**config.mk**
```make
export PLATFORM = sky130hd
export DESIGN_NAME = frontend_top
export DESIGN_NICKNAME = d
export VERILOG_FILES = /design/src/logic/frontend_pkg.sv /design/src/logic/fetch_ctrl.sv /design/src/logic/pc_gen.sv /design/src/logic/instr_scan.sv /design/src/logic/branch_history.sv /design/src/logic/fetch_queue.sv /design/src/logic/frontend_top.sv
export SDC_FILE = /design/constraint.sdc
export NUM_CORES = 1
export LEC_CHECK = 0
export ABC_AREA = 1
export BUFFER_PORTS_ARGS = -buffer_cell sky130_fd_sc_hd__buf_2
export CAP_MARGIN = 10
export CORE_AREA = 2 2 192 212
export CTS_CLUSTER_DIAMETER = 30
export DETAILED_ROUTE_END_ITERATION = 16
export DIE_AREA = 0 0 194 214
export GPL_ROUTABILITY_DRIVEN = 0
export MAX_ROUTING_LAYER = met4
export PLACE_DENSITY = 0.74
export SLEW_MARGIN = 20
export SYNTH_ARGS = -nofsm -noshare
export SYNTH_HDL_FRONTEND = slang
export SYNTH_SLANG_ARGS = --single-unit
```
**constraint.sdc**
```tcl
create_clock -name clk_i -period 11.1 [get_ports clk_i]
set_input_delay 0 -clock clk_i [delete_from_list [all_inputs] [get_ports clk_i]]
set_output_delay 0 -clock clk_i [all_outputs]
set_load 0.005 [all_outputs]
```
**src/logic/frontend_pkg.sv**
```systemverilog
package frontend_pkg;

  // ----------------------------------------
  // widths with a meaning
  // ----------------------------------------
  // instruction address, byte granular
  typedef logic [31:0] addr_t;
  // uncompressed instruction word
  typedef logic [31:0] instr_t;
  // 2-bit saturating branch counter
  typedef logic [1:0]  ctr_t;
  typedef logic [6:0]  opcode_t;

  // weakly not taken
  localparam ctr_t CTR_RESET = 2'b01;

  // major opcodes the scanner looks for
  localparam opcode_t OPC_BRANCH = 7'b1100011;
  localparam opcode_t OPC_JAL    = 7'b1101111;

  // ----------------------------------------
  // bundles
  // ----------------------------------------
  // request toward instruction memory
  typedef struct packed {
    addr_t addr;
  } imem_req_t;

  // data returned by instruction memory
  typedef struct packed {
    instr_t data;
  } imem_rsp_t;

  // one instruction handed to decode
  typedef struct packed {
    addr_t  pc;
    instr_t instr;
    logic   pred_taken;
  } fetch_entry_t;

  // resolved control flow from the back end
  typedef struct packed {
    logic  valid;
    logic  is_branch;
    logic  taken;
    logic  mispredict;
    addr_t pc;
    addr_t target;
  } resolve_t;

  // fetch control FSM
  typedef enum logic [1:0] {
    BOOT,
    REQ,
    WAIT,
    DROP
  } ctrl_state_e;

endpackage

```
**src/logic/fetch_ctrl.sv**
```systemverilog
module fetch_ctrl
  import frontend_pkg::*;
#(
  parameter int unsigned QUEUE_DEPTH = 4
) (
  input  logic clk_i,
  input  logic rst_ni,
  input  logic req_ready_i,
  input  logic rsp_valid_i,
  input  logic mispredict_i,
  input  logic queue_full_slots_i,
  input  logic queue_empty_i,
  output logic req_valid_o,
  output logic accept_o,
  output logic advance_pc_o,
  output logic flush_o
);

  localparam int unsigned CW = $clog2(QUEUE_DEPTH + 1);

  ctrl_state_e state_q, state_d;

  // set when the last push may have taken the final slot
  logic full_q;
  logic queue_full;
  logic [CW-1:0] occupancy;
  logic [CW-1:0] outstanding;
  logic [CW-1:0] free_slots;

  // ----------------------------------------
  // slot accounting
  // ----------------------------------------
  // after a push at almost full the queue holds DEPTH-1 or DEPTH entries,
  // the almost-full flag tells which one
  assign queue_full = full_q & ~queue_full_slots_i & ~queue_empty_i;

  always_comb begin
    // lower bound on queue level, exact near the top
    if (queue_full) begin
      occupancy = CW'(QUEUE_DEPTH);
    end else if (queue_full_slots_i) begin
      occupancy = CW'(QUEUE_DEPTH - 1);
    end else begin
      occupancy = '0;
    end
    // one response in flight while waiting or dropping
    outstanding = CW'((state_q == WAIT) || (state_q == DROP));
    free_slots  = CW'(QUEUE_DEPTH) - occupancy - outstanding;
  end

  // ----------------------------------------
  // strobes
  // ----------------------------------------
  // a request only goes out if its response has a slot waiting
  assign req_valid_o  = (state_q == REQ) && (free_slots != '0);
  // responses in WAIT are pushed unless the same cycle redirects
  assign accept_o     = (state_q == WAIT) && rsp_valid_i && !mispredict_i;
  assign advance_pc_o = accept_o;
  assign flush_o      = mispredict_i;

  // ----------------------------------------
  // next state
  // ----------------------------------------
  always_comb begin
    state_d = state_q;
    unique case (state_q)
      // pc_gen loads the boot address in this cycle
      BOOT: state_d = REQ;
      REQ: begin
        // request taken together with a redirect belongs to the old path
        if (req_valid_o && req_ready_i) begin
          state_d = mispredict_i ? DROP : WAIT;
        end
      end
      WAIT: begin
        if (mispredict_i) begin
          state_d = rsp_valid_i ? REQ : DROP;
        end else if (rsp_valid_i) begin
          state_d = REQ;
        end
      end
      // swallow the stale response
      DROP: if (rsp_valid_i) state_d = REQ;
      default: state_d = BOOT;
    endcase
  end

  always_ff @(posedge clk_i or negedge rst_ni) begin
    if (!rst_ni) begin
      state_q <= BOOT;
      full_q  <= 1'b0;
    end else begin
      state_q <= state_d;
      if (flush_o) begin
        full_q <= 1'b0;
      end else if (accept_o) begin
        full_q <= queue_full_slots_i;
      end else if (queue_full_slots_i || queue_empty_i) begin
        // level seen at or below DEPTH-1, no longer full
        full_q <= 1'b0;
      end
    end
  end

  // memory only answers a request that was taken
  a_no_rsp_without_req : assert property (@(posedge clk_i) disable iff (!rst_ni)
    (state_q inside {BOOT, REQ}) |-> !rsp_valid_i);

  // request held until the memory takes it, a redirect restarts it
  a_req_held : assert property (@(posedge clk_i) disable iff (!rst_ni)
    (req_valid_o && !req_ready_i && !mispredict_i) |=> req_valid_o);

endmodule

```
**src/logic/pc_gen.sv**
```systemverilog
module pc_gen
  import frontend_pkg::*;
(
  input  logic  clk_i,
  input  logic  rst_ni,
  input  addr_t boot_addr_i,
  input  logic  advance_i,
  input  addr_t next_pc_i,
  input  logic  redirect_i,
  input  addr_t redirect_pc_i,
  output addr_t pc_o
);

  // high only in the first cycle after reset release
  logic  boot_load_q;
  addr_t pc_q;

  // ----------------------------------------
  // fetch pc register
  // ----------------------------------------
  // priority
  // 1. boot address once out of reset
  // 2. redirect from the back end
  // 3. predicted next pc after an accepted response
  always_ff @(posedge clk_i or negedge rst_ni) begin
    if (!rst_ni) begin
      boot_load_q <= 1'b1;
      pc_q        <= '0;
    end else begin
      boot_load_q <= 1'b0;
      if (boot_load_q) begin
        // boot address sampled after reset so the top can tie it freely
        pc_q <= boot_addr_i;
      end else if (redirect_i) begin
        pc_q <= redirect_pc_i;
      end else if (advance_i) begin
        pc_q <= next_pc_i;
      end
    end
  end

  // current request address and pc of the outstanding response
  assign pc_o = pc_q;

  // fetch addresses stay word aligned once out of boot
  a_pc_aligned : assert property (@(posedge clk_i) disable iff (!rst_ni)
    !boot_load_q |-> (pc_q[1:0] == 2'b00));

endmodule

```
**src/logic/instr_scan.sv**
```systemverilog
module instr_scan
  import frontend_pkg::*;
(
  input  instr_t instr_i,
  output logic   is_branch_o,
  output logic   is_jal_o,
  output addr_t  offset_o
);

  opcode_t opcode;
  addr_t   imm_b;
  addr_t   imm_j;

  // ----------------------------------------
  // opcode decode
  // ----------------------------------------
  assign opcode      = instr_i[6:0];
  // uncompressed only, low bits are part of the opcode
  assign is_branch_o = (opcode == OPC_BRANCH);
  assign is_jal_o    = (opcode == OPC_JAL);

  // ----------------------------------------
  // immediates
  // ----------------------------------------
  // B-type, 13 bit signed, bit 0 always zero
  assign imm_b = {
    {19{instr_i[31]}},
    instr_i[31],
    instr_i[7],
    instr_i[30:25],
    instr_i[11:8],
    1'b0
  };

  // J-type, 21 bit signed, bit 0 always zero
  assign imm_j = {
    {11{instr_i[31]}},
    instr_i[31],
    instr_i[19:12],
    instr_i[20],
    instr_i[30:21],
    1'b0
  };

  // jal offset wins, otherwise the branch offset
  // only meaningful when one of the flags is set
  assign offset_o = is_jal_o ? imm_j : imm_b;

endmodule

```
**src/logic/branch_history.sv**
```systemverilog
module branch_history
  import frontend_pkg::*;
#(
  parameter int unsigned BHT_ENTRIES = 16
) (
  input  logic     clk_i,
  input  logic     rst_ni,
  input  addr_t    lookup_pc_i,
  input  resolve_t update_i,
  output logic     taken_o
);

  localparam int unsigned IW = $clog2(BHT_ENTRIES);

  ctr_t          table_q [BHT_ENTRIES];
  logic [IW-1:0] lookup_idx;
  logic [IW-1:0] update_idx;
  logic          do_update;

  // ----------------------------------------
  // lookup
  // ----------------------------------------
  // word index, bits 1:0 are always zero
  assign lookup_idx = lookup_pc_i[IW+1:2];
  assign update_idx = update_i.pc[IW+1:2];

  // msb of the counter is the taken prediction
  assign taken_o = table_q[lookup_idx][1];

  // only conditional branches train the table
  assign do_update = update_i.valid && update_i.is_branch;

  // ----------------------------------------
  // saturating update
  // ----------------------------------------
  always_ff @(posedge clk_i or negedge rst_ni) begin
    if (!rst_ni) begin
      for (int i = 0; i < BHT_ENTRIES; i++) begin
        table_q[i] <= CTR_RESET;
      end
    end else if (do_update) begin
      if (update_i.taken) begin
        // count up, stop at strongly taken
        if (table_q[update_idx] != 2'b11) begin
          table_q[update_idx] <= table_q[update_idx] + 2'b01;
        end
      end else begin
        // count down, stop at strongly not taken
        if (table_q[update_idx] != 2'b00) begin
          table_q[update_idx] <= table_q[update_idx] - 2'b01;
        end
      end
    end
  end

  // back end reports word aligned branch addresses
  a_update_aligned : assert property (@(posedge clk_i) disable iff (!rst_ni)
    do_update |-> (update_i.pc[1:0] == 2'b00));

endmodule

```
**src/logic/fetch_queue.sv**
```systemverilog
module fetch_queue
  import frontend_pkg::*;
#(
  parameter int unsigned QUEUE_DEPTH = 4
) (
  input  logic         clk_i,
  input  logic         rst_ni,
  input  logic         push_i,
  input  fetch_entry_t entry_i,
  input  logic         flush_i,
  output logic         valid_o,
  output fetch_entry_t entry_o,
  input  logic         ready_i,
  output logic         almost_full_o,
  output logic         empty_o
);

  localparam int unsigned PW = (QUEUE_DEPTH > 1) ? $clog2(QUEUE_DEPTH) : 1;
  localparam int unsigned CW = $clog2(QUEUE_DEPTH + 1);

  // storage
  fetch_entry_t  mem_q [QUEUE_DEPTH];
  logic [PW-1:0] rd_ptr_q;
  logic [PW-1:0] wr_ptr_q;
  logic [CW-1:0] count_q;
  logic          pop;
  logic          full;

  // ----------------------------------------
  // status
  // ----------------------------------------
  assign empty_o       = (count_q == '0);
  assign full          = (count_q == CW'(QUEUE_DEPTH));
  // one slot left
  assign almost_full_o = (count_q == CW'(QUEUE_DEPTH - 1));

  // head entry toward decode
  assign valid_o = !empty_o;
  assign entry_o = mem_q[rd_ptr_q];
  assign pop     = valid_o && ready_i;

  // payload write
  always_ff @(posedge clk_i) begin
    if (push_i && !flush_i) begin
      mem_q[wr_ptr_q] <= entry_i;
    end
  end

  // ----------------------------------------
  // pointers and level
  // ----------------------------------------
  always_ff @(posedge clk_i or negedge rst_ni) begin
    if (!rst_ni) begin
      rd_ptr_q <= '0;
      wr_ptr_q <= '0;
      count_q  <= '0;
    end else if (flush_i) begin
      // a pop in the flush cycle has already transferred
      rd_ptr_q <= '0;
      wr_ptr_q <= '0;
      count_q  <= '0;
    end else begin
      if (push_i) begin
        // wrap at depth, which need not be a power of two
        wr_ptr_q <= (wr_ptr_q == PW'(QUEUE_DEPTH - 1)) ? '0 : wr_ptr_q + 1'b1;
      end
      if (pop) begin
        rd_ptr_q <= (rd_ptr_q == PW'(QUEUE_DEPTH - 1)) ? '0 : rd_ptr_q + 1'b1;
      end
      count_q <= count_q + CW'(push_i) - CW'(pop);
    end
  end

  // fetch control reserves a slot before each request
  a_no_push_full : assert property (@(posedge clk_i) disable iff (!rst_ni)
    push_i |-> !full);

endmodule

```
**src/logic/frontend_top.sv**
```systemverilog
module frontend_top
  import frontend_pkg::*;
#(
  parameter int unsigned QUEUE_DEPTH = 4,
  parameter int unsigned BHT_ENTRIES = 16
) (
  input  logic         clk_i,
  input  logic         rst_ni,
  input  addr_t        boot_addr_i,
  // instruction memory request
  output logic         imem_req_valid_o,
  output imem_req_t    imem_req_o,
  input  logic         imem_req_ready_i,
  // instruction memory response
  input  logic         imem_rsp_valid_i,
  input  imem_rsp_t    imem_rsp_i,
  // toward decode
  output logic         fetch_valid_o,
  output fetch_entry_t fetch_entry_o,
  input  logic         fetch_ready_i,
  // resolved branches from the back end
  input  resolve_t     resolve_i
);

  addr_t        pc;
  addr_t        next_pc;
  addr_t        offset;
  logic         is_branch;
  logic         is_jal;
  logic         bht_taken;
  logic         pred_taken;
  logic         mispredict;
  logic         accept;
  logic         advance_pc;
  logic         flush;
  logic         q_almost_full;
  logic         q_empty;
  fetch_entry_t entry_in;

  // redirect whenever the back end flags a wrong guess
  assign mispredict = resolve_i.valid && resolve_i.mispredict;

  // ----------------------------------------
  // control
  // ----------------------------------------
  fetch_ctrl #(
    .QUEUE_DEPTH(QUEUE_DEPTH)
  ) i_fetch_ctrl (
    .clk_i             (clk_i),
    .rst_ni            (rst_ni),
    .req_ready_i       (imem_req_ready_i),
    .rsp_valid_i       (imem_rsp_valid_i),
    .mispredict_i      (mispredict),
    .queue_full_slots_i(q_almost_full),
    .queue_empty_i     (q_empty),
    .req_valid_o       (imem_req_valid_o),
    .accept_o          (accept),
    .advance_pc_o      (advance_pc),
    .flush_o           (flush)
  );

  pc_gen i_pc_gen (
    .clk_i        (clk_i),
    .rst_ni       (rst_ni),
    .boot_addr_i  (boot_addr_i),
    .advance_i    (advance_pc),
    .next_pc_i    (next_pc),
    .redirect_i   (mispredict),
    .redirect_pc_i(resolve_i.target),
    .pc_o         (pc)
  );

  // pc stays on the outstanding request until its response is taken
  assign imem_req_o.addr = pc;

  // ----------------------------------------
  // prediction
  // ----------------------------------------
  instr_scan i_instr_scan (
    .instr_i    (imem_rsp_i.data),
    .is_branch_o(is_branch),
    .is_jal_o   (is_jal),
    .offset_o   (offset)
  );

  branch_history #(
    .BHT_ENTRIES(BHT_ENTRIES)
  ) i_branch_history (
    .clk_i      (clk_i),
    .rst_ni     (rst_ni),
    .lookup_pc_i(pc),
    .update_i   (resolve_i),
    .taken_o    (bht_taken)
  );

  // jal always taken, branches follow the counter msb
  assign pred_taken = is_jal || (is_branch && bht_taken);
  assign next_pc    = pred_taken ? (pc + offset) : (pc + 32'd4);

  // ----------------------------------------
  // queue toward decode
  // ----------------------------------------
  assign entry_in.pc         = pc;
  assign entry_in.instr      = imem_rsp_i.data;
  assign entry_in.pred_taken = pred_taken;

  fetch_queue #(
    .QUEUE_DEPTH(QUEUE_DEPTH)
  ) i_fetch_queue (
    .clk_i        (clk_i),
    .rst_ni       (rst_ni),
    .push_i       (accept),
    .entry_i      (entry_in),
    .flush_i      (flush),
    .valid_o      (fetch_valid_o),
    .entry_o      (fetch_entry_o),
    .ready_i      (fetch_ready_i),
    .almost_full_o(q_almost_full),
    .empty_o      (q_empty)
  );

endmodule

```
; Word-level counts from Yosys, hierarchy flattened
; Memories as Yosys holds them, arrays and structs flattened.
; Index checks and enable logic that the tools add are counted.
[totals]
ramBits = 260
n_memories = 1
output_inout_bits = 99
register_bits = 75
[classes]
n_addsub = 10
mux = 38
n_bitwise = 6
reduce_logical = 25
n_eq_ne = 11
n_lt_le_gt_ge = 3
[memory_table]
columns = name, depth, width, rd, rd_ports_with_merged_regs, write_ports, line_no
row1 = i_fetch_queue.mem_q, 4, 65, 1, 0, 1, fetch_queue.sv:22  ; fetch_entry_t mem_q [QUEUE_DEPTH];
[op_table]
columns = op, count
row1 = $mux W32, 7
row2 = $bwmux W32, 2
row3 = $add A32 B3 Y32 const B, 1
row4 = $add A32 B32 Y32, 1
row5 = $mux W2, 16
row6 = $mux W20, 1
row7 = $bmux W2 S4, 2
row8 = $eq A7 B7 Y1 const B, 2
row9 = $ge A5 B5 Y1 const B, 2
row10 = $logic_and A1 B1 Y1, 10
row11 = $not A4 Y5, 2
row12 = $reduce_bool A3 Y1, 3
row13 = $demux W2 S4, 1
row14 = $eq A2 B2 Y1 const B, 4
row15 = $pmux W2 S4, 1
row16 = $reduce_bool A2 Y1, 4
row17 = $add A2 B1 Y2 const B, 3
row18 = $mux W1, 6
row19 = $mux W3, 2
row20 = $sub A3 B1 Y3, 2
row21 = $lt A5 B1 Y1 const B, 1
row22 = $ne A2 B2 Y1 const B, 2
row23 = $add A3 B1 Y3, 1
row24 = $eq A3 B2 Y1 const B, 1
row25 = 11 further kinds, 16

; Longest topological paths before layout
; Gate-level depths: netlist of the first run.
[depth]
word_depth = 12
mapped_depth = 24
depth_no_buf = 23

; Hierarchy
; A second synthesis of the first run with hierarchy kept.
[unflattened]
hier_cells = 2215
hier_area_um2 = 19067.0
[by_module_without_submodules]
columns = mod, seq_area_each_um2, cells_each, area_each_um2, n_inst
row1 = fetch_queue, 7982.7, 817, 11040.6, 1
row2 = frontend_top, 0.0, 734, 3473.3, 1
row3 = pc_gen, 827.0, 283, 2016.9, 1
row4 = branch_history, 820.8, 283, 1913.1, 1
row5 = instr_scan, 0.0, 63, 375.4, 1
row6 = fetch_ctrl, 75.1, 35, 247.7, 1

; Least setup slack after synthesis of the first run
; No wires, ideal clock.
[synth_timing]
kind = flip-flop to flip-flop
from = reg i_fetch_ctrl.state_q[0]
to = mem i_fetch_queue.mem_q[0][0] (netlist bit) (enable)
setup_time_ns = 0.488
required_time_ns = 10.612
path_stages_with_launch = 6
t_arrival_ns = 3.544
path_slack_ns = 7.068
synth_period_minus_slack_ns = 4.032
path_cell_list = dfrtp_1 inv_1 nand3_1 nor2_1 inv_1 nor2_1
[synth_between]
elab_chain_cells = 6
[synth_lines]
columns = item, line_no
row1 = start: declaration, fetch_ctrl.sv:21  ; ctrl_state_e state_q, state_d;
row2 = start signal: assignment, fetch_ctrl.sv:93  ; state_q <= state_d;
row3 = $eq A2 B2 Y1, fetch_ctrl.sv:57  ; assign accept_o = (state_q == WAIT) && rsp_valid_i && !mispredict_i;
row4 = $logic_and A1 B1 Y1 (2 in a row), fetch_ctrl.sv:57
row5 = $logic_and A1 B1 Y1, fetch_queue.sv:44  ; if (push_i && !flush_i) begin
row6 = $mux W1, fetch_queue.sv:44
row7 = $mux W1 (implied by the code), fetch_queue.sv:45  ; mem_q[wr_ptr_q] <= entry_i;
row8 = end: declaration, fetch_queue.sv:22
; No other way between the ends.

; Final worst setup path of the first run
[layout_timing]
from = in imem_rsp_i[6] (netlist bit)
to = reg i_pc_gen.pc_q[25], in the netlist i_pc_gen.pc_o[25]
[layout_between]
elab_chain_cells = 7
elab_cells_between_ends = 10
[layout_lines]
columns = item, line_no
row1 = start: declaration, frontend_top.sv:16  ; input imem_rsp_t imem_rsp_i,
row2 = "$eq A7 B7 Y1, on equally long branches", "instr_scan.sv:20, instr_scan.sv:19"
row3 = $mux W20 or $logic_and A1 B1 Y1 (tied branches), "instr_scan.sv:47, frontend_top.sv:97"
row4 = $add A32 B32 Y32 or $logic_or A1 B1 Y1 (tied branches), "frontend_top.sv:98, frontend_top.sv:97"
row5 = $mux W32 *, frontend_top.sv:98  ; assign next_pc = pred_taken ? (pc + offset) : (pc + 32'd4);
row6 = $mux W32 *, pc_gen.sv:36  ; end else if (advance_i) begin
row7 = $mux W32 *, pc_gen.sv:34  ; end else if (redirect_i) begin
row8 = $mux W32 *, pc_gen.sv:31  ; if (boot_load_q) begin
row9 = end signal: assignment, pc_gen.sv:33  ; pc_q <= boot_addr_i;
row10 = end signal: assignment, pc_gen.sv:35  ; pc_q <= redirect_pc_i;
row11 = end signal: assignment, pc_gen.sv:37  ; pc_q <= next_pc_i;
row12 = end: declaration, pc_gen.sv:16  ; addr_t pc_q;
; Mark *: on every way between the ends. The rest lies on a longest branch, timed or not. The select of a mux whose other input is x is not followed.
; A chain may end at the register's enable or synchronous reset.

==> flow_summary_export.csv, run 1 <==
group,metric,value,unit
synthesis,synth_area_per_cell,9.026,µm²
critical_path,cp_max_fo,34,
critical_path,cp-end-kind,"flop",
finish,layout.nets,2453,
power,leakage,9.457,nW
critical_path,crit_top_cell,"nand2_1",
finish,areaGrowthSynthToFinish,28.09,%
sta,worst_pin_slew,1057,ps
routing,drt-vias-per-instance,5.320,
power,powerDensity,229.4,nW/µm²
critical_path,critical-path-top-delay-family,"buffers and inverters",
placed_design,dp.cells,2592,
sta,finalSetupTns,0,ps
critical_path,cp.arrival,4240,ps
critical_path,cpPeakStageDelay,550,ps
global_route,antenna_found_initial,0,
synthesis,synth_warnings,0,
placed_design,port_buffers,207,
clock_network,cts_tree,"built",
status,outcome,"finished, final reports clean",
global_route,grt_pass1_vias,14750,
critical_path,crit_type,"in2reg",
run,cap_violations,0,
critical_path,crit_chain,"dlygate4sd3_1, buf_2, nand2_1, nor2_1, nand3_1, nand3b_2, buf_4, mux2_2, ha_1, fa_1, nand2_1, nand2_1, nand3_1, nand2_1, nand2_1, nand3_1, nand2_1, nand2_1, nand2_1, nand3_1, nand2_1, a21oi_2, dlygate4sd3_1",
synthesis,synth_cell_types,51,
floorplanning,die-area,41520,µm²
global_route,track_usage,24.75,%
critical_path,required,11550,ps
global_route,grt_overflow,0,
hold_path,worst_hold_path_type,"in2reg",
global_route,grt_max_degree,105,
power,clkPwrFrac,39.7,%
synthesis,ys.flop_type,"edfxtp_1",
finish,drive_gt1_share,17.83,%
clock_network,clkSinkCount,335,
sta,min_period_over_period,34.21,%
routing,vias,15080,
routing,first_pass_iters,6,
clock_network,clk_pin_slew,40,ps
sta,maxSlewViolCount,0,
clock_network,clk_latency,590,ps
global_route,grt_pass1_wl,78420,µm
critical_path,start_kind,"input port",
power,p_int,3.359,mW
clock_network,clockRootBuffer,"clkbuf_16",
sta,setup_viol,0,
floorplanning,num_rows,76,
synthesis,synth_cells,1939,
floorplanning,die_h,214,µm
placed_design,placed_area,18920,µm²
floorplanning,die_w,194,µm
synthesis,syn_nets,2122,
power,p_switching,1.782,mW
finish,insertedDiodeCount,0,
sta,skew,22.40,ps
power,ir_worst_vdd,189.8,µV
routing,routedWlPerCell,17.72,µm
clock_network,cts_resized,0,
clock_network,numCtsBuffers,69,
synthesis,syn-cell-area,17500,µm²
sta,fmax,0.2634,GHz
power,swShare,34.66,%
finish,final_area,22420,µm²
sta,max_slew_margin,29.54,%
routing,drtIter0Drc,1219,
routing,wl,50230,µm
power,totalPowerFinal,5.141,mW
sta,rsz0062_at_grt,"false",
critical_path,path_buf_inv,4,
clock_network,cts.path.max_buffers,3,
floorplanning,start_util,44.67,%
synthesis,async_flop_share,22.39,%
synthesis,synth_edf_count,260,
synthesis,yosysSeqAreaShare,55.46,%
routing,drc,0,
sta,period_needed,3797,ps
critical_path,cp_slowest_cell,"dlygate4sd3_1",
floorplanning,io_pins,236,
power,comb_power_share,28.4,%
routing,ant_nets,0,
clock_network,htree_levels,3,
synthesis,ys_ff_latch,335,
power,power_frac_seq,31.9,%
placed_design,hpwlAfterDp,32410,µm
sta,final-hold-violation-count,0,
finish,fin_cells,2834,
floorplanning,core_area,39180,µm²
## cells in the mapped netlist (6+ instances only)
cell / instances / share of area, %
inv_1: 181 / 3.9
nand4_1: 10 / 0.36
a211oi_1: 11 / 0.47
buf_2: 6 / 0.17
ha_1: 44 / 3.1
a21oi_2: 15 / 0.75
xor2_1: 24 / 1.2
dfstp_2: 17 / 2.6
xnor2_1: 13 / 0.65
o22ai_1: 66 / 2.4
nand3_2: 14 / 0.80
dfrtp_1: 58 / 8.3
edfxtp_1: 260 / 45
o21ai_0: 165 / 4.7
nor2_1: 337 / 7.2
a22oi_1: 21 / 0.90
nand3_1: 102 / 2.9
clkbuf_1: 50 / 1.1
nand2_1: 414 / 8.9
nor3_1: 7 / 0.20
a21oi_1: 65 / 1.9
## worst min-delay path, delay by kind of cell
family,cells,cell delay [ps]
mux,1,70
compound gates,1,100
buf+inv,1,110
simple gates,3,310
## cells in the final DEF, fill, tap and decap left out, types with 10 or more instances in the layout
master         synthesis  routed
nor2_1               337     332
clkbuf_16              0      70
o22ai_1               66      66
dfrtp_1               58      56
nand3_2               14      14
nand2_1              414     414
buf_2                  6     206
inv_6                  0      10
dfstp_2               17      17
a22oi_1               21      21
nand3_1              102     102
ha_1                  44      44
nand4_1               10      10
buf_4                  3      14
xor2_1                24      24
a21oi_2               15      15
xnor2_1               13      13
a21oi_1               65      65
clkinvlp_4             0      11
inv_1                181     179
a211oi_1              11      11
dlygate4sd3_1          0     114
edfxtp_1             260     260
o21ai_0              165     165
clkinv_2               0      11
## cells by family after synthesis
| kind of cell | count (synthesis) | synth area share [%] |
|---|---|---|
| XOR/XNOR | 37 | 1.852 |
| adder cells (fa/ha/maj) | 46 | 3.375 |
| multiplexers | 6 | 0.3789 |
| buffers and inverters | 260 | 6.220 |
| AND/OR/NAND/NOR | 900 | 21.18 |
| other | 1 | 0.02143 |
| AO/OA/AOI/OAI | 354 | 11.52 |
| flip-flops | 335 | 55.46 |
## metal layers
layer | vias up | track usage, % | part of all wire (%)
li1 | 7258 | - | -
met1 | 7103 | 31.09 | 41
met2 | 618 | 40.34 | 48
met3 | 97 | 4.330 | 8.1
met4 | 0 | 8.864 | 2.7
met5 | - | - | 0
## metrics by stage
| stage | hold WS (ps) | worst slack (ps) | util, % |
|---|---|---|---|
| after detailed placement | -163.3 | 7827 | 48.29 |
| after global placement | -168.5 | 7857 | 48.29 |
| after floorplan | -295.6 | 7068 | - |
| after global routing | 82.81 | 7035 | 57.22 |
| final | 37.30 | 7303 | 57.22 |
| after CTS | 29.92 | 7328 | 57.22 |
## final timing paths
kind	from	slack, ps	depth (start not counted)	endpoint
max in group asynchronous	rst_ni	10230	3	i_fetch_queue.rd_ptr_q[0]
min in group asynchronous	rst_ni	170	3	i_pc_gen.pc_o[18]
setup / recovery	imem_rsp_i[6]	7300	23	i_pc_gen.pc_o[25]
hold / removal	resolve_i[65]	40	6	flop
setup reg to reg	i_pc_gen.pc_o[2]	7330	14	i_pc_gen.pc_o[1]
hold reg to reg	flop	490	2	flop
## area by class of cell
type                       count  area (µm²)
timing repair buffer         334        2277
multi-input combinational   1344        6739
fill                        3335       16760
inverter                     186       699.4
sequential                   335        9711
clock inverter                53       575.6
tap                          507       634.4
clock buffer                  75        1780
## state kept, by name, summed over array words and instances, names as in the netlist, named ones only
signal / cells
i_fetch_queue.mem_q: 260
i_pc_gen.pc_o: 32
i_branch_history.table_q: 16
i_fetch_queue.count_q: 3
i_fetch_ctrl.state_q: 2
i_fetch_queue.rd_ptr_q: 2
i_fetch_queue.wr_ptr_q: 2
i_fetch_ctrl.full_q: 1
i_pc_gen.boot_load_q: 1
## power by group through the flow
stage | sequential (mW) | combinational, mW | clock [mW]
final | 1.64 | 1.46 | 2.04
after global placement | 1.65 | 1.36 | 0
after floorplan | 1.59 | 0.913 | 0
after detailed placement | 1.66 | 1.40 | 0
after global routing | 1.65 | 1.63 | 2.14
after CTS | 1.64 | 1.46 | 2.07
## what timing repair did
item                      in CTS  in global routing
hold endpoints to repair     259                  0
setup buffers                  0                  0
hold buffers                 114                  0
(Power assumes the default switching activity.)
==> run 2: changes to the inputs <==
--- a/config.mk
+++ b/config.mk
@@ -5,16 +5,16 @@
 export SDC_FILE = /design/constraint.sdc
 export NUM_CORES = 1
 export LEC_CHECK = 0
-export ABC_AREA = 1
+export ABC_AREA = 0
 export BUFFER_PORTS_ARGS = -buffer_cell sky130_fd_sc_hd__buf_2
 export CAP_MARGIN = 10
-export CORE_AREA = 2 2 192 212
+export CORE_AREA = 2 2 183 203
 export CTS_CLUSTER_DIAMETER = 30
 export DETAILED_ROUTE_END_ITERATION = 16
-export DIE_AREA = 0 0 194 214
+export DIE_AREA = 0 0 185 205
 export GPL_ROUTABILITY_DRIVEN = 0
 export MAX_ROUTING_LAYER = met4
-export PLACE_DENSITY = 0.74
+export PLACE_DENSITY = 0.75
 export SLEW_MARGIN = 20
 export SYNTH_ARGS = -nofsm -noshare
 export SYNTH_HDL_FRONTEND = slang
==> constraint.sdc (replaced) <==
create_clock -name clk_i -period 3.7 [get_ports clk_i]
set_input_delay 0 -clock clk_i [delete_from_list [all_inputs] [get_ports clk_i]]
set_output_delay 0 -clock clk_i [all_outputs]
set_load 0.005 [all_outputs]
==> flow_summary_export.csv, run 2 <==
group,metric,value,unit
critical_path,cp-end-kind,"flop",
sta,min_period_over_period,93.48,%
placed_design,port_buffers,207,
routing,drtIter0Drc,1039,
synthesis,ys_ff_latch,335,
synthesis,synth_warnings,0,
floorplanning,io_pins,236,
critical_path,path_buf_inv,4,
floorplanning,start_util,44.69,%
power,ir_worst_vdd,328.0,µV
critical_path,crit_type,"in2reg",
synthesis,synth_cell_types,72,
finish,layout_commonest_cell,"edfxtp_1",
critical_path,cp_max_fo,10,
synthesis,syn_nets,1328,
finish,layout_common_cells,"260 x edfxtp_1, 205 x buf_2, 94 x dlygate4sd3_1, 90 x nand2_1, 79 x mux4_2",
sta,skew,18.53,ps
clock_network,clk_latency,540,ps
clock_network,htree_levels,3,
power,power_frac_seq,35.9,%
synthesis,synth.mux.area_fraction,13.11,%
hold_path,worst_hold_path_type,"in2async",
sta,final-hold-violation-count,0,
critical_path,crit_chain,"dlygate4sd3_1, buf_2, nor2b_1, nand4_1, nor2_2, buf_6, mux2_2, ha_1, fa_2, a21o_1, nand3_2, a21bo_2, a21boi_0, buf_4, a221o_1, a41o_1, nand2_1, o311ai_2",
critical_path,critical-path-top-delay-family,"compound AO/OA/AOI/OAI gates",
synthesis,synth.most_common_cell,"edfxtp_1",
floorplanning,die_h,205,µm
synthesis,synthSimpleGateAreaFrac,8.915,%
routing,ant_nets,0,
synthesis,synth_top_family_by_area,"multiplexers",
routing,vias,11550,
critical_path,ff2ff_setup_slack,250,ps
finish,utilization,58.62,%
finish,top_register,"i_fetch_queue.mem_q",
synthesis,yosysSeqAreaShare,60.66,%
floorplanning,num_rows,73,
power,p_int,9.757,mW
sta,fmax,0.2891,GHz
critical_path,r2r_end,"i_branch_history.table_q[7]",
clock_network,numCtsBuffers,66,
global_route,grt_pass1_wl,66890,µm
critical_path,cpPeakStageDelay,520,ps
synthesis,async_flop_share,22.39,%
synthesis,yosys-top-cells-count,"260 x edfxtp_1, 90 x nand2_1, 79 x mux4_2",
clock_network,cts_tree,"built",
synthesis,ys.flop_type,"edfxtp_1",
finish,largest_reg_flops,260,
global_route,grt_max_degree,76,
floorplanning,die-area,37930,µm²
global_route,grt_pass1_vias,11630,
routing,drt-vias-per-instance,5.692,
synthesis,synth_top_area_share,48.80,%
routing,first_pass_iters,6,
clock_network,cts.path.max_buffers,3,
power,leakage,7.953,nW
synthesis,syn-cell-area,16000,µm²
clock_network,clockRootBuffer,"clkbuf_16",
status,outcome,"finished, final reports clean",
synthesis,synth_xor_area_share,2.463,%
synthesis,synth_top_area_cell,"edfxtp_1",
power,powerDensity,645.9,nW/µm²
critical_path,reg2regPathDepth,12,
critical_path,cp_slowest_cell,"dlygate4sd3_1",
clock_network,clk_pin_slew,60,ps
synthesis,synth_edf_count,260,
synthesis,synth_area_per_cell,13.97,µm²
sta,worst_pin_slew,974.2,ps
power,p_switching,3.800,mW
critical_path,required,4080,ps
clock_network,clkSinkCount,335,
sta,setup_viol,0,
routing,drc,0,
finish,areaGrowthSynthToFinish,31.19,%
routing,wl,43800,µm
finish,layout.nets,1675,
synthesis,synth_cells,1145,
floorplanning,core_area,35800,µm²
global_route,track_usage,24.13,%
finish,drive_gt1_share,32.25,%
run,cap_violations,0,
synthesis,synth-compound-area-share,9.188,%
placed_design,hpwlAfterDp,28570,µm
power,swShare,28.03,%
synthesis,netlist_top_cells_area,"edfxtp_1 49%, mux4_2 11%, dfrtp_1 9.1%",
sta,fin_ws,241.3,ps
synthesis,synth_fa_ha_area_share,3.691,%
placed_design,place_ws,27.84,ps
sta,maxSlewViolCount,0,
sta,max_slew_margin,34.89,%
routing,routedWlPerCell,21.59,µm
sta,period_needed,3459,ps
sta,finalSetupTns,0,ps
floorplanning,die_w,185,µm
global_route,antenna_found_initial,1,
critical_path,cp.arrival,3840,ps
power,clkPwrFrac,43.2,%
global_route,grt_overflow,0,
power,comb_power_share,20.9,%
critical_path,start_kind,"input port",
-- run 2: logic make-up after synthesis --
kind of cell | after synthesis
buf+inv | 79
compound gates | 232
other cells | 1
xor+xnor | 45
simple gates | 299
mux | 108
fa+ha+maj | 46
flops | 335
-- run 2: metrics by stage --
step	instance area, µm²	instances	hold slack [ps]	total power [mW]
after global placement	17760	1814	207.6	7.565
final	20990	2029	50.08	13.56
after floorplan	16000	1145	-295.6	6.559
after detailed placement	17760	1814	215.7	7.637
after global routing	20990	2029	43.93	14.17
after CTS	20910	2025	2.025	13.63
-- run 2: layer usage --
metal  vias to the layer above  share of wire [%]  GRT usage [%]
met5                         -                  0              -
met4                         0                2.4          7.766
met3                        77                9.6          5.884
met2                       589                 48          37.07
met1                      5695                 40          31.77
li1                       5189                  -              -
-- run 2: timing repair --
item	CTS	global route
hold buffers	94	0
hold endpoints to repair	235	0
setup buffers	0	3
endpoints found under the setup margin	0	18
resized for setup	0	14
-- run 2: worst max path at each step --
stage	from	end	slack [ps]	cells past startpoint
6_report	imem_rsp_i[6]	i_pc_gen.pc_o[31]	240	18
4_1_cts	imem_rsp_i[4]	i_pc_gen.pc_o[26]	40	16
3_5_place_dp	imem_rsp_i[6]	i_pc_gen.pc_o[26]	30	15
2_1_floorplan	imem_rsp_i[6]	i_pc_gen.pc_o[31]	380	14
5_1_grt	imem_rsp_i[6]	i_pc_gen.pc_o[8]	-1	17
3_3_place_gp	imem_rsp_i[6]	i_pc_gen.pc_o[26]	80	15
-- run 2: cell type report --
type                            instances  area [µm²]
Clock inverter                         42       475.5
Sequential cell                       335        9713
Timing Repair Buffer                  336        2327
Fill cell                            2797       14810
Inverter                               22       82.58
Multi-Input combinational cell        731        6043
Antenna cell                            1       2.502
Clock buffer                           75        1737
Tap cell                              487       609.3
-- run 2: power by group through the flow --
stage	registers [mW]	clock network (mW)	logic, mW
after global routing	4.93	6.14	3.10
after CTS	4.87	5.94	2.81
after floorplan	4.67	0	1.89
final	4.87	5.86	2.83
after detailed placement	4.94	0	2.70
after global placement	4.91	0	2.65
-- run 2: worst register-to-register path, stage by stage (launching register included) --
cell           delay, ps
dfstp_2              370
mux4_2               460
mux2_2               300
o21ai_0              230
inv_1                100
ha_1                 200
mux2i_1              120
and3_1               230
nor3b_1              200
buf_4                170
nand3_1               80
dlygate4sd3_1        610
mux2_2               280
